### src/hdl/conv_pixel_pkg.sv
package conv_pixel_pkg;

  // unsigned greyscale sample
  typedef logic [7:0] pixel_t;

  // signed kernel coefficient, range -8..7
  typedef logic signed [3:0] coeff_t;

  // row-major, index 0 is the top left tap and sits in the MSBs
  typedef coeff_t [0:8] kernel_t;

  // same order as kernel_t, index 4 is the centre pixel
  typedef pixel_t [0:8] window_t;

  // worst case sum is 9 * 255 * -8, which still fits in 16 bits
  typedef logic signed [15:0] acc_t;

endpackage

### src/hdl/conv_cmd_pkg.sv
package conv_cmd_pkg;

  import conv_pixel_pkg::*;

  typedef enum logic [3:0] {
    OP_LOAD_KERNEL = 4'h1,
    OP_START       = 4'h2
  } cmd_op_e;

  // 4 + 36 = 40 bits
  typedef struct packed {
    cmd_op_e op;
    kernel_t kernel;
  } cmd_kernel_t;

  // 4 + 9 + 4 + 23 = 40 bits
  typedef struct packed {
    cmd_op_e     op;
    logic [8:0]  size;
    logic [3:0]  shift;
    logic [22:0] pad;
  } cmd_start_t;

  // the opcode field lines up in both views
  typedef union packed {
    cmd_kernel_t kern_view;
    cmd_start_t  start_view;
  } cmd_word_u;

endpackage

### src/hdl/conv_cfg_if.sv
`timescale 1ns/1ps

interface conv_cfg_if import conv_pixel_pkg::*; #(
  parameter int SIZE_W = 9
);

  kernel_t           kernel;
  logic [SIZE_W-1:0] img_size;
  logic [3:0]        shift;
  logic              start;

  modport decoder (
    output kernel, img_size, shift, start
  );

  modport window (
    input img_size, start
  );

  modport mac (
    input kernel
  );

  // start clears the output pixel counter
  modport result (
    input img_size, shift, start
  );

endinterface

### src/hdl/cmd_decoder.sv
`timescale 1ns/1ps

module cmd_decoder import conv_cmd_pkg::*; #(
  parameter int SIZE_W = 9
) (
  input  logic       clk,
  input  logic       rst_n,
  input  logic       i_cmd_req,
  input  cmd_word_u  i_cmd_word,
  output logic       o_cmd_ack,
  conv_cfg_if.decoder cfg
);

  typedef enum logic {
    IDLE,
    ACK
  } state_e;

  state_e state_q;

  always_ff @(posedge clk) begin
    if (!rst_n) begin
      state_q      <= IDLE;
      cfg.kernel   <= '0;
      cfg.img_size <= '0;
      cfg.shift    <= '0;
      cfg.start    <= 1'b0;
    end else begin
      cfg.start <= 1'b0;
      case (state_q)
        IDLE: begin
          if (i_cmd_req) begin
            state_q <= ACK;
            // opcode is common to both views, then pick the matching one
            case (i_cmd_word.kern_view.op)
              OP_LOAD_KERNEL: begin
                cfg.kernel <= i_cmd_word.kern_view.kernel;
              end
              OP_START: begin
                cfg.img_size <= SIZE_W'(i_cmd_word.start_view.size);
                cfg.shift    <= i_cmd_word.start_view.shift;
                cfg.start    <= 1'b1;
              end
              default: begin
                // unknown opcodes are still acknowledged
              end
            endcase
          end
        end
        ACK: begin
          if (!i_cmd_req) begin
            state_q <= IDLE;
          end
        end
        default: state_q <= IDLE;
      endcase
    end
  end

  assign o_cmd_ack = (state_q == ACK);

endmodule

### src/hdl/conv3x3_top.sv
`timescale 1ns/1ps

module conv3x3_top import conv_pixel_pkg::*, conv_cmd_pkg::*; #(
  parameter int SIZE_W = 9
) (
  input  logic      clk,
  input  logic      rst_n,
  input  logic      i_cmd_req,
  input  cmd_word_u i_cmd_word,
  output logic      o_cmd_ack,
  input  logic      i_pix_valid,
  input  pixel_t    i_pix_col0,
  input  pixel_t    i_pix_col1,
  input  pixel_t    i_pix_col2,
  output logic      o_res_valid,
  output pixel_t    o_res_pixel,
  output logic      o_frame_done
);

  logic    win_valid;
  window_t win;
  logic    acc_valid;
  acc_t    acc;

  conv_cfg_if #(.SIZE_W(SIZE_W)) cfg_if ();

  cmd_decoder #(.SIZE_W(SIZE_W)) cmd_decoder_inst (
    .clk        (clk),
    .rst_n      (rst_n),
    .i_cmd_req  (i_cmd_req),
    .i_cmd_word (i_cmd_word),
    .o_cmd_ack  (o_cmd_ack),
    .cfg        (cfg_if.decoder)
  );

  // col0 is the top row of the triple
  window_3x3 #(.SIZE_W(SIZE_W)) window_3x3_inst (
    .clk         (clk),
    .rst_n       (rst_n),
    .i_pix_valid (i_pix_valid),
    .i_pix_col   ({i_pix_col0, i_pix_col1, i_pix_col2}),
    .cfg         (cfg_if.window),
    .o_win_valid (win_valid),
    .o_win       (win)
  );

  conv_mac conv_mac_inst (
    .clk         (clk),
    .rst_n       (rst_n),
    .i_win_valid (win_valid),
    .i_win       (win),
    .cfg         (cfg_if.mac),
    .o_acc_valid (acc_valid),
    .o_acc       (acc)
  );

  result_stage #(.SIZE_W(SIZE_W)) result_stage_inst (
    .clk          (clk),
    .rst_n        (rst_n),
    .i_acc_valid  (acc_valid),
    .i_acc        (acc),
    .cfg          (cfg_if.result),
    .o_res_valid  (o_res_valid),
    .o_res_pixel  (o_res_pixel),
    .o_frame_done (o_frame_done)
  );

endmodule

### src/hdl/conv_mac.sv
`timescale 1ns/1ps

module conv_mac import conv_pixel_pkg::*; (
  input  logic       clk,
  input  logic       rst_n,
  input  logic       i_win_valid,
  input  window_t    i_win,
  conv_cfg_if.mac    cfg,
  output logic       o_acc_valid,
  output acc_t       o_acc
);

  // 9-bit positive pixel times 4-bit coefficient
  logic signed [12:0] prod_q [9];
  logic               prod_valid_q;
  acc_t               sum;

  always_ff @(posedge clk) begin
    if (i_win_valid) begin
      for (int i = 0; i < 9; i++) begin
        prod_q[i] <= $signed({1'b0, i_win[i]}) * $signed(cfg.kernel[i]);
      end
    end
  end

  always_comb begin
    sum = '0;
    for (int i = 0; i < 9; i++) begin
      sum = sum + acc_t'(prod_q[i]);
    end
  end

  always_ff @(posedge clk) begin
    if (prod_valid_q) begin
      o_acc <= sum;
    end
  end

  always_ff @(posedge clk) begin
    if (!rst_n) begin
      prod_valid_q <= 1'b0;
      o_acc_valid  <= 1'b0;
    end else begin
      prod_valid_q <= i_win_valid;
      o_acc_valid  <= prod_valid_q;
    end
  end

endmodule

### src/hdl/result_stage.sv
`timescale 1ns/1ps

module result_stage import conv_pixel_pkg::*; #(
  parameter int SIZE_W = 9
) (
  input  logic        clk,
  input  logic        rst_n,
  input  logic        i_acc_valid,
  input  acc_t        i_acc,
  conv_cfg_if.result  cfg,
  output logic        o_res_valid,
  output pixel_t      o_res_pixel,
  output logic        o_frame_done
);

  acc_t                shifted;
  pixel_t              clamped;
  logic [2*SIZE_W-1:0] pix_cnt_q;
  logic [2*SIZE_W-1:0] frame_total;

  assign shifted     = i_acc >>> cfg.shift;
  assign frame_total = cfg.img_size * cfg.img_size;

  always_comb begin
    if (shifted < 0) begin
      clamped = '0;
    end else if (shifted > acc_t'(255)) begin
      clamped = 8'hff;
    end else begin
      clamped = shifted[7:0];
    end
  end

  always_ff @(posedge clk) begin
    if (!rst_n) begin
      pix_cnt_q    <= '0;
      o_res_valid  <= 1'b0;
      o_frame_done <= 1'b0;
    end else begin
      o_res_valid  <= i_acc_valid;
      // pixel number N*N closes the frame
      o_frame_done <= i_acc_valid && (pix_cnt_q + 1'b1 == frame_total);
      if (cfg.start) begin
        pix_cnt_q <= '0;
      end else if (i_acc_valid) begin
        pix_cnt_q <= pix_cnt_q + 1'b1;
      end
    end
  end

  always_ff @(posedge clk) begin
    if (i_acc_valid) begin
      o_res_pixel <= clamped;
    end
  end

endmodule

### src/hdl/window_3x3.sv
`timescale 1ns/1ps

module window_3x3 import conv_pixel_pkg::*; #(
  parameter int SIZE_W = 9
) (
  input  logic         clk,
  input  logic         rst_n,
  input  logic         i_pix_valid,
  input  pixel_t [0:2] i_pix_col,
  conv_cfg_if.window   cfg,
  output logic         o_win_valid,
  output window_t      o_win
);

  logic              armed_q;
  logic [SIZE_W-1:0] beat_q;
  logic [SIZE_W-1:0] row_q;
  logic              beat_ok;
  logic              last_beat;
  logic              last_row;

  // col_q[2] is the newest column, col_q[0] the oldest
  pixel_t [0:2]      col_q [3];
  logic              emit_q;
  logic              top_q;
  logic              bot_q;
  logic              left_q;
  logic              right_q;
  window_t           win_d;

  assign beat_ok   = armed_q && i_pix_valid;
  assign last_beat = (beat_q == cfg.img_size);
  assign last_row  = (row_q == cfg.img_size - 1'b1);

  // each row takes N+1 beats, the last one only flushes the right column
  always_ff @(posedge clk) begin
    if (!rst_n) begin
      armed_q <= 1'b0;
      beat_q  <= '0;
      row_q   <= '0;
    end else if (cfg.start) begin
      armed_q <= 1'b1;
      beat_q  <= '0;
      row_q   <= '0;
    end else if (beat_ok) begin
      if (last_beat) begin
        beat_q <= '0;
        if (last_row) begin
          row_q   <= '0;
          armed_q <= 1'b0;
        end else begin
          row_q <= row_q + 1'b1;
        end
      end else begin
        beat_q <= beat_q + 1'b1;
      end
    end
  end

  always_ff @(posedge clk) begin
    if (!rst_n) begin
      emit_q <= 1'b0;
    end else begin
      emit_q <= beat_ok && (beat_q != '0);
    end
  end

  // border flags describe the centre at beat-1, captured with the column
  always_ff @(posedge clk) begin
    if (i_pix_valid) begin
      col_q[0] <= col_q[1];
      col_q[1] <= col_q[2];
      col_q[2] <= i_pix_col;
    end
    if (beat_ok) begin
      top_q   <= (row_q == '0);
      bot_q   <= last_row;
      left_q  <= (beat_q == SIZE_W'(1));
      right_q <= last_beat;
    end
  end

  always_comb begin
    for (int i = 0; i < 3; i++) begin
      for (int j = 0; j < 3; j++) begin
        if ((i == 0 && top_q) || (i == 2 && bot_q) ||
            (j == 0 && left_q) || (j == 2 && right_q)) begin
          win_d[3*i+j] = '0;
        end else begin
          win_d[3*i+j] = col_q[j][i];
        end
      end
    end
  end

  always_ff @(posedge clk) begin
    if (!rst_n) begin
      o_win_valid <= 1'b0;
    end else begin
      o_win_valid <= emit_q;
    end
  end

  always_ff @(posedge clk) begin
    if (emit_q) begin
      o_win <= win_d;
    end
  end

endmodule

### config.mk
export PLATFORM = sky130hd
export DESIGN_NAME = conv3x3_top
export DESIGN_NICKNAME = d
export VERILOG_FILES = /design/src/hdl/conv_pixel_pkg.sv /design/src/hdl/conv_cmd_pkg.sv /design/src/hdl/conv_cfg_if.sv /design/src/hdl/cmd_decoder.sv /design/src/hdl/conv3x3_top.sv /design/src/hdl/conv_mac.sv /design/src/hdl/result_stage.sv /design/src/hdl/window_3x3.sv
export SDC_FILE = /design/constraint.sdc
export NUM_CORES = 1
export LEC_CHECK = 0
export BUFFER_PORTS_ARGS = -buffer_cell sky130_fd_sc_hd__buf_2
export CORE_MARGIN = 2
export CORE_UTILIZATION = 50
export DETAILED_ROUTE_END_ITERATION = 10
export GPL_TIMING_DRIVEN = 0
export PLACE_DENSITY = 0.63
export SYNTH_ARGS = -nofsm -noshare
export SYNTH_HDL_FRONTEND = slang
export SYNTH_SLANG_ARGS = --single-unit
export TNS_END_PERCENT = 50
### constraint.sdc
create_clock -name clk -period 14.28 [get_ports clk]
set_input_delay 2.142 -clock clk [delete_from_list [all_inputs] [get_ports clk]]
set_output_delay 2.142 -clock clk [all_outputs]
set_load 0.005 [all_outputs]
==> impl_metrics.toml, run 1 <==
[run_status]
status = "complete, no violations"

[synthesis]
seq_area_frac_synth = 0.369
synthArstFlopShare = 0
synth_common_cells = "inv_1 (398), ha_1 (293), edfxtp_1 (289), nand2_1 (264), fa_1 (238)"
synth-simple-area-share = 0.138
ys_top_cells_by_area = "edfxtp_1 (30%), fa_1 (17%), ha_1 (13%), dfxtp_1 (6.6%), inv_1 (5.2%)"
yosys.area.top_type = "edfxtp_1"
yosysTopAreaCellShare = 0.303
synth.area.mux_share = 0.0144
ys_types = 72
synth_flop_cell = "edfxtp_1"
synth_fp_nets = 3267
synth_seq_cells = 383
synth_edf_count = 289
synth_top_family_by_area = "adder cells"
synth_compound_gate_area_share = 0.0639
avgSynthCellArea_sq_um = 10.7
syn_area_sq_mm = 0.0286
synthAdderAreaFrac = 0.295
synth_cells = 2668
synth-xor-area-share = 0.0576
synth_warnings = 0
synth.most_common_cell = "inv_1"

[grt]
grt_max_degree = 73
antenna_found_initial = 1
grt_pass1_wl_um = 99600
grt_usage = 0.212
met2_usage = 0.345
use_met1 = 0.291
met3_usage = 0.0330
grt.busiest_layer = "met2"
overflow = 0
grt_pass1_vias = 19658

[drt]
drt.antenna.violating_nets = 0
wl_per_cell_um = 16.9
vias_per_cell = 5.24
first_pass_iters = 5
vias = 18773
drt-initial-drc-count = 1187
remaining_drc_errors = 0
finalWirelength_um = 60500

[power_and_ir_drop]
total_power_mw = 2.38
irDropWorstVdd_v = 0.0000737
p_leak_nw = 14.6
powerDensity_mw_per_mm2 = 75.6

[layout]
finalNetCount = 3394
diodes = 0
layout.cell_area.non_filler_sq_mm = 0.0314
drive_above_1_share = 0.0633
area_growth_syn_to_layout_pct = 9.92
num-fill-cells = 4921
final_util = 0.556

[clocking]
clk_pin_slew_worst_paths_ns = 0.06
ctsResizeCount = 0
cts-root-buf = "clkbuf_16"
cts_inserted_buffers = 44
holdBufCountCts = 0
cts.sinks = 383
clockBufferDepth = 3
postCtsSetupBuffers = 0
clock_latency_ns = 0.59
cts.htree.levels = 2
cts_tree = "done"

[timing]
finalHoldViolations = 0
final-max-slew-violation-count = 0
worstMarginPinSlew_ns = 1.14
finalClockSkew_ns = 0.0229
rsz0062_at_grt = "false"
max_slew_margin = 0.241
max_freq_mhz = 149
period_minus_slack_ns = 6.72
final.setup.tns_ns = 0
finalSetupViolations = 0
finalCritPeriodShare = 0.470

[critical_path]
required_ns = 14.62
start_kind = "flop"
worst_setup_path_end_kind = "flop"
worstSetupPathType = "reg -> reg"
critical_path.max_fanout = 6
arrival_ns = 7.06

[placement]
dp_hpwl_um = 49200
gp_congestion = 0.858
port_buffers = 78
dpl_cell_area_sq_mm = 0.0300

[die]
start_util = 0.506
die_area_sq_mm = 0.0591
die_width_um = 243
ios = 79
die_h_um = 243
num_rows = 87
core-area_sq_mm = 0.0565

[flow_run]
maxCapViolCount = 0

[min_path]
hold_path_class = "reg -> reg"
==> path summary, 6_finish.rpt <==
check / startpoint / to / slack, ns / cells past startpoint
worst max-delay path: conv_mac_inst.prod_q[0][15]$_DFFE_PP_ / conv_mac_inst.o_acc[14]$_DFFE_PP_ / 7.56 / 22
worst min-delay path: window_3x3_inst.col_q[0][63]$_DFFE_PP_ / window_3x3_inst.col_q[0][39]$_DFFE_PP_ / 0.43 / 0
worst max register to register: conv_mac_inst.prod_q[0][15]$_DFFE_PP_ / conv_mac_inst.o_acc[14]$_DFFE_PP_ / 7.56 / 22
worst min register to register: window_3x3_inst.col_q[0][63]$_DFFE_PP_ / window_3x3_inst.col_q[0][39]$_DFFE_PP_ / 0.43 / 0
==> flip-flops by register name (all words and copies together), names as in the netlist <==
signal	flops
window_3x3_inst.emit_q	1
result_stage_inst.o_res_valid	1
window_3x3_inst.top_q	1
window_3x3_inst.right_q	1
window_3x3_inst.left_q	1
result_stage_inst.o_res_pixel	8
cmd_decoder_inst.cfg.kernel	36
window_3x3_inst.row_q	9
cmd_decoder_inst.cfg.img_size	9
result_stage_inst.o_frame_done	1
window_3x3_inst.bot_q	1
result_stage_inst.pix_cnt_q	18
cmd_decoder_inst.o_cmd_ack	1
window_3x3_inst.col_q	72
window_3x3_inst.beat_q	9
conv_mac_inst.o_acc_valid	1
cmd_decoder_inst.cfg.shift	4
cmd_decoder_inst.cfg.start	1
conv_mac_inst.prod_valid_q	1
window_3x3_inst.o_win	72
conv_mac_inst.prod_q	117
window_3x3_inst.armed_q	1
conv_mac_inst.o_acc	16
window_3x3_inst.o_win_valid	1
==> kinds of logic after synthesis <==
| logic type | after synthesis |
|---|---|
| compound gates | 292 |
| xor+xnor | 185 |
| fa+ha+maj | 531 |
| buf+inv | 467 |
| flops | 383 |
| mux | 37 |
| simple gates | 773 |
==> routing by layer <==
layer	up-vias	routed length, um
met5	-	0
met4	0	2160
met3	99	2930
met2	415	27700
met1	9167	27800
li1	9092	-
==> metrics by stage <==
step	cells	hold slack, ns	worst slack [ns]
after CTS	3586	0.420	7.58
final	3586	0.426	7.56
after floorplan	2668	0.417	8.21
after detailed placement	3505	0.429	7.60
after global routing	3586	0.445	7.24
after global placement	3502	0.422	7.75
==> layout by cell type (no fill, tap or decap), types with 30 or more instances in the layout <==
cell type and n:
o21ai_0 46, nor2b_1 37, fa_1 238, clkbuf_1 67
edfxtp_1 289, and2_1 165, clkbuf_16 45, mux2i_1 30
nand2_1 264, inv_1 398, nand4_1 31, a21oi_1 125
nor2_1 103, ha_1 293, buf_2 79, xor2_1 69
xnor2_1 114, dfxtp_1 92, nand2b_1 56
==> layout make-up <==
cell class	count	area, sq um	share of cell area
repair buffers	81	475	0.0151
well taps	756	946	0.0301
clock buffers	55	1180	0.0377
plain buffers	65	262	0.00832
flip-flops and latches	383	10600	0.336
clock inverters	26	224	0.00713
inverters	402	1510	0.0480
multi-input cells	1818	16300	0.517
==> power breakdown <==
group	internal [mW]	switching (mW)	total, mW
registers	1.21	0.00907	1.22
clock network	0.630	0.460	1.09
logic	0.0269	0.0430	0.0700
total	1.86	0.512	2.38
==> critical path, stage by stage, from the launching register on <==
cell and delay, ns:
edfxtp_1 0.43, fa_1 0.52, ha_1 0.30, a21o_1 0.18, a21o_1 0.21, a2111oi_0 0.64, nor2_1 0.10, a21oi_1 0.20
xnor2_1 0.19, fa_1 0.48, inv_1 0.08, fa_1 0.44, fa_1 0.42, fa_1 0.51, inv_1 0.04, ha_1 0.35
and2_1 0.20, a311oi_1 0.35, nand2_1 0.12, a21o_1 0.20, a31o_2 0.24, a21oi_1 0.19, xnor2_1 0.08
No activity file was read; power rests on OpenSTA's default activity.
==> run 2: changes to the inputs <==
--- a/config.mk
+++ b/config.mk
@@ -10,7 +10,7 @@
 export CORE_UTILIZATION = 50
 export DETAILED_ROUTE_END_ITERATION = 10
 export GPL_TIMING_DRIVEN = 0
-export PLACE_DENSITY = 0.63
+export PLACE_DENSITY = 0.66
 export SYNTH_ARGS = -nofsm -noshare
 export SYNTH_HDL_FRONTEND = slang
 export SYNTH_SLANG_ARGS = --single-unit
==> constraint.sdc (replaced) <==
create_clock -name clk -period 6.05 [get_ports clk]
set_input_delay 0.9075 -clock clk [delete_from_list [all_inputs] [get_ports clk]]
set_output_delay 0.9075 -clock clk [all_outputs]
set_load 0.005 [all_outputs]
==> run 2 against run 1 <==
Net effect:
- the run now ends with setup timing left
- clock power rose by 140%
- combinational power rose by 140%
- first-iteration DRC count is 3.9% lower
- clock skew down 0.0018 ns
- via count is 0.52% higher
- sequential cell count unchanged
- critical path type unchanged
- critical endpoint unchanged
- largest power group unchanged
==> impl_metrics.toml, run 2 (same netlist as run 1, synthesis figures left out) <==
[clocking]
clk_pin_slew_worst_paths_ns = 0.06
cts.sinks = 383
cts.htree.levels = 2
cts_tree = "done"
cts_inserted_buffers = 43
clockBufferDepth = 3
cts-root-buf = "clkbuf_16"
clock_latency_ns = 0.59

[drt]
finalWirelength_um = 60400
vias = 18870
first_pass_iters = 6
vias_per_cell = 5.25
wl_per_cell_um = 16.8
remaining_drc_errors = 0
drt.antenna.violating_nets = 0
drt-initial-drc-count = 1141

[power_and_ir_drop]
p_leak_nw = 14.6
irDropWorstVdd_v = 0.000259
p_int_mw = 4.40
p_clk_frac = 0.458
pwr-share-seq = 0.513
switching_share = 0.215
powerDensity_mw_per_mm2 = 177
p_switching_mw = 1.20
p_comb_frac = 0.029

[critical_path]
max_stage_delay_ns = 0.52
arrival_ns = 6.40
path_delay_family = "adder cells"
crit_buf_inv = 5
reg2reg_to = "conv_mac_inst.o_acc[14]$_DFFE_PP_"
reg2reg_depth = 25
r2r_slack_ns = -0.02
required_ns = 6.38
cp_slowest_cell = "fa_1"
worst_setup_path_end_kind = "flop"
start_kind = "flop"
worstSetupPathType = "reg -> reg"
r2r-start = "conv_mac_inst.prod_q[0][14]$_DFFE_PP_"
critical_path.max_fanout = 3
crit_top_cell = "fa_1"

[layout]
area_growth_syn_to_layout_pct = 10.6
diodes = 0
drive_above_1_share = 0.0736
largest_reg_flops = 117
num-fill-cells = 4736
top_register = "conv_mac_inst.prod_q"
top_regs = "conv_mac_inst.prod_q x117, window_3x3_inst.col_q x72, window_3x3_inst.o_win x72"
final_cell_mix = "inv_1 (394), ha_1 (291), edfxtp_1 (289)"
layoutNonFillerInstCount = 3596
final_common_cell = "inv_1"
ff_latch_area_sq_mm = 0.0106
finalNetCount = 3404
multi_input_comb_area_sq_mm = 0.0164

[die]
core-area_sq_mm = 0.0565
ios = 79
die_h_um = 243
die_area_sq_mm = 0.0591
num_rows = 87
start_util = 0.506
die_width_um = 243

[grt]
grt_usage = 0.210
overflow = 0
antenna_found_initial = 2
grt_max_degree = 61
grt_pass1_vias = 19301
grt_pass1_wl_um = 98400

[timing]
final.setup.tns_ns = -0.0153
max_slew_margin = 0.248
period_minus_slack_ns = 6.07
final-max-slew-violation-count = 0
worstMarginPinSlew_ns = 1.13
finalCritPeriodShare = 1.00
finalSetupViolations = 1
finalHoldViolations = 0
rsz0062_at_grt = "true"
max_freq_mhz = 165
whs_ns = 0.440
fin_ws_ns = -0.0153
finalClockSkew_ns = 0.0211

[min_path]
hp-start = "window_3x3_inst.col_q[0][47]$_DFFE_PP_"
hold_path_class = "reg -> reg"
min_path_cells = 0
holdPathEnd = "window_3x3_inst.col_q[0][23]$_DFFE_PP_"

[placement]
gp_congestion = 0.852
port_buffers = 78
place_inst = 3505
dpl_worst_slack_ns = -0.536
dp_hpwl_um = 48700

[run_status]
violations = "setup timing"
status = "complete, but fails checks"

[flow_run]
maxCapViolCount = 0
## run 2: final cells by class
| class | count | area share |
|---|---|---|
| Sequential cell | 383 | 0.334 |
| Clock inverter | 19 | 0.00586 |
| Buffer | 65 | 0.00831 |
| Multi-Input combinational cell | 1818 | 0.518 |
| Inverter | 402 | 0.0477 |
| Tap cell | 756 | 0.0299 |
| Clock buffer | 61 | 0.0381 |
| Timing Repair Buffer | 92 | 0.0174 |
## run 2: what timing repair did
item | in CTS | in global routing
resized for setup | 20 | 10
hold endpoints to repair | 0 | 0
setup endpoints to repair | 6 | 5
hold buffers | 0 | 0
pin swaps | 17 | 11
buffers inserted | 6 | 5
## run 2: stage by stage
stage               power (mW)  cell area, sq um   util
floorplan                 3.00             28600      -
global placement          3.09             29900  0.530
detailed placement        3.09             30000  0.531
CTS                       5.67             31500  0.558
global route              5.79             31600  0.560
finish                    5.60             31600  0.560
## run 2: power groups by stage
stage          combinational [mW]  sequential, mW  clock, mW
2_1_floorplan              0.0888            2.91          0
3_3_place_gp                0.158            2.93          0
3_5_place_dp                0.164            2.93          0
4_1_cts                     0.166            2.87       2.63
5_1_grt                     0.184            2.87       2.74
6_report                    0.165            2.87       2.57
## run 2: worst max path at each step
| stage | startpoint | end | slack, ns | cells past startpoint |
|---|---|---|---|---|
| after floorplan | conv_mac_inst.prod_q[0][1]$_DFFE_PP_ | conv_mac_inst.o_acc[14]$_DFFE_PP_ | 0.04 | 25 |
| after global placement | conv_mac_inst.prod_q[0][2]$_DFFE_PP_ | conv_mac_inst.o_acc[14]$_DFFE_PP_ | -0.41 | 22 |
| after detailed placement | conv_mac_inst.prod_q[0][2]$_DFFE_PP_ | conv_mac_inst.o_acc[14]$_DFFE_PP_ | -0.54 | 22 |
| after CTS | conv_mac_inst.prod_q[0][14]$_DFFE_PP_ | conv_mac_inst.o_acc[15]$_DFFE_PP_ | 0.02 | 24 |
| after global routing | conv_mac_inst.prod_q[0][14]$_DFFE_PP_ | conv_mac_inst.o_acc[14]$_DFFE_PP_ | -0.22 | 25 |
| final | conv_mac_inst.prod_q[0][14]$_DFFE_PP_ | conv_mac_inst.o_acc[14]$_DFFE_PP_ | -0.02 | 25 |
## run 2: layer usage
| layer | vias up | track usage | part of all wire | routed length, um |
|---|---|---|---|---|
| met5 | - | 0 | 0 | 0 |
| met4 | 0 | 0.0630 | 0.026 | 1580 |
| met3 | 82 | 0.0345 | 0.056 | 3410 |
| met2 | 365 | 0.342 | 0.46 | 27700 |
| met1 | 9288 | 0.289 | 0.46 | 27700 |
| li1 | 9135 | - | - | - |
==> run 3: changes to the inputs <==
--- a/config.mk
+++ b/config.mk
@@ -9,8 +9,9 @@
 export CORE_MARGIN = 2
 export CORE_UTILIZATION = 50
 export DETAILED_ROUTE_END_ITERATION = 10
+export GPL_ROUTABILITY_DRIVEN = 0
 export GPL_TIMING_DRIVEN = 0
-export PLACE_DENSITY = 0.66
+export PLACE_DENSITY = 0.63
 export SYNTH_ARGS = -nofsm -noshare
 export SYNTH_HDL_FRONTEND = slang
 export SYNTH_SLANG_ARGS = --single-unit
==> constraint.sdc (replaced) <==
create_clock -name clk -period 5.9 [get_ports clk]
set_input_delay 0.885 -clock clk [delete_from_list [all_inputs] [get_ports clk]]
set_output_delay 0.885 -clock clk [all_outputs]
set_load 0.005 [all_outputs]
==> run 3 against run 2 <==
Net effect:
- the flow still finishes with violations (setup timing)
- clock skew grew 0.013 ns
- sequential share of layout area shrank 0.059 points
- worst hold slack worse by 0.023 ns
- largest power group unchanged
- worst setup slack lost 0.14 ns
- combinational power increased by 3%
- critical path depth stayed put
- fmax up 0.13%
- clock power grew 8.6%
- sequential power increased by 2%
- critical endpoint unchanged
- highest routed layer unchanged
- clock-buffer cell count is 6 lower
- final area increased by 0.18%
==> impl_metrics.toml, run 3 (same netlist as run 1, synthesis figures left out) <==
[run_status]
status = "complete, but fails checks"
violations = "setup timing"

[timing]
worstMarginPinSlew_ns = 1.13
rsz0062_at_grt = "true"
finalCritPeriodShare = 1.03
finalHoldViolations = 0
max_slew_margin = 0.248
period_minus_slack_ns = 6.06
finalSetupViolations = 2
max_freq_mhz = 165
finalClockSkew_ns = 0.0345
final.setup.tns_ns = -0.270
fin_ws_ns = -0.158
final-max-slew-violation-count = 0

[drt]
remaining_drc_errors = 0
drt.antenna.violating_nets = 0
wl_per_cell_um = 16.8
first_pass_iters = 5
finalWirelength_um = 60300
vias = 18624
drt-initial-drc-count = 1186
vias_per_cell = 5.18

[clocking]
cts_tree = "done"
cts-root-buf = "clkbuf_16"
cts_inserted_buffers = 44
clockBufferDepth = 3
holdBufCountCts = 0
clock_latency_ns = 0.59
clk_pin_slew_worst_paths_ns = 0.06
cts.htree.levels = 2
cts.sinks = 383

[die]
start_util = 0.506
die_area_sq_mm = 0.0591
ios = 79
num_rows = 87
core-area_sq_mm = 0.0565
die_h_um = 243
die_width_um = 243

[grt]
grt_max_degree = 67
grt_pass1_vias = 19159
overflow = 0
antenna_found_initial = 1
grt_usage = 0.210
grt_pass1_wl_um = 98700

[placement]
dpl_cell_area_sq_mm = 0.0300
place_inst = 3505
port_buffers = 78
dp_hpwl_um = 48900
dpl_worst_slack_ns = -0.604

[min_path]
min_path_cells = 0
hold_path_class = "reg -> reg"

[power_and_ir_drop]
pwr-share-seq = 0.499
irDropWorstVdd_v = 0.000191
p_leak_nw = 14.7
p_switching_mw = 1.25
powerDensity_mw_per_mm2 = 186
switching_share = 0.212
p_comb_frac = 0.029
p_int_mw = 4.65
p_clk_frac = 0.472

[critical_path]
worstSetupPathType = "reg -> reg"
reg2reg_depth = 25
critical_path.max_fanout = 6
worst_setup_path_end_kind = "flop"
arrival_ns = 6.39
required_ns = 6.23
start_kind = "flop"

[layout]
final_util = 0.561
diodes = 0
num-fill-cells = 4823
area_growth_syn_to_layout_pct = 10.8
finalNetCount = 3400
final_cell_mix = "inv_1 (397), ha_1 (289), edfxtp_1 (289)"
top_regs = "conv_mac_inst.prod_q x117, window_3x3_inst.col_q x72, window_3x3_inst.o_win x72"
drive_above_1_share = 0.0751
top_register = "conv_mac_inst.prod_q"
final_common_cell = "inv_1"
largest_reg_flops = 117
layout.cell_area.non_filler_sq_mm = 0.0317
layoutNonFillerInstCount = 3592

[flow_run]
maxCapViolCount = 0
-- run 3: cell count changes in the layout (fill, tap and decap cells not counted), sizes merged --
| cell | change |
|---|---|
| bufinv | +3 |
| clkbuf | -6 |
| clkinv | -1 |
| clkinvlp | +3 |
| inv | +2 |
| buf | -5 |
-- run 3: layout make-up --
| class | count | area [sq um] | area share |
|---|---|---|---|
| plain buffers | 65 | 269 | 0.00849 |
| clock buffers | 55 | 1190 | 0.0376 |
| clock inverters | 26 | 299 | 0.00944 |
| inverters | 402 | 1510 | 0.0476 |
| multi-input cells | 1818 | 16400 | 0.517 |
| flip-flops and latches | 383 | 10600 | 0.334 |
| well taps | 756 | 946 | 0.0299 |
| repair buffers | 87 | 520 | 0.0164 |
-- run 3: timing repair --
| action | 4_1_cts | 5_1_grt |
|---|---|---|
| resized for setup | 16 | 12 |
| setup buffers | 4 | 2 |
| cloned | 0 | 0 |
| setup endpoints to repair | 6 | 5 |
| pin swaps | 18 | 7 |
-- run 3: critical path, cell delays in order (launching register included) --
cell,delay [ns]
edfxtp_1,0.32
inv_1,0.05
fa_1,0.52
inv_1,0.04
ha_2,0.17
fa_2,0.35
a21o_1,0.18
a21oi_2,0.15
o21a_1,0.15
nor3_1,0.06
a21oi_1,0.23
xnor2_2,0.16
fa_1,0.44
inv_1,0.11
fa_1,0.44
fa_1,0.46
fa_1,0.48
inv_1,0.06
ha_4,0.24
and2_1,0.18
a311oi_2,0.28
nand2_1,0.08
a21o_1,0.18
a31o_2,0.24
a21oi_2,0.15
xnor2_1,0.07
-- run 3: final timing paths --
kind	start	slack [ns]	end
max	conv_mac_inst.prod_q[0][1]$_DFFE_PP_	-0.16	conv_mac_inst.o_acc[14]$_DFFE_PP_
min	window_3x3_inst.col_q[0][38]$_DFFE_PP_	0.42	window_3x3_inst.col_q[0][14]$_DFFE_PP_
max reg2reg	conv_mac_inst.prod_q[0][1]$_DFFE_PP_	-0.16	conv_mac_inst.o_acc[14]$_DFFE_PP_
min reg2reg	window_3x3_inst.col_q[0][38]$_DFFE_PP_	0.42	window_3x3_inst.col_q[0][14]$_DFFE_PP_
-- run 3: routing by layer --
layer | global-route usage | vias up | share of wire | wire length (um)
met5 | 0 | - | 0 | 0
met4 | 0.0612 | 0 | 0.026 | 1570
met3 | 0.0336 | 73 | 0.050 | 3010
met2 | 0.341 | 343 | 0.46 | 27600
met1 | 0.293 | 9102 | 0.47 | 28200
li1 | - | 9106 | - | -
-- run 3: power groups by stage --
stage                     clock [mW]  combinational, mW  sequential (mW)
after global routing            2.96              0.190             2.95
after CTS                       2.86              0.171             2.94
after global placement             0              0.164             3.00
after detailed placement           0              0.170             3.00
final                           2.79              0.170             2.94
after floorplan                    0             0.0910             2.99
-- run 3: metrics by stage --
step	hold slack, ns	power (mW)
3_5_place_dp	0.428	3.17
4_1_cts	0.414	5.97
3_3_place_gp	0.424	3.17
5_1_grt	0.441	6.10
2_1_floorplan	0.417	3.08
6_report	0.417	5.90
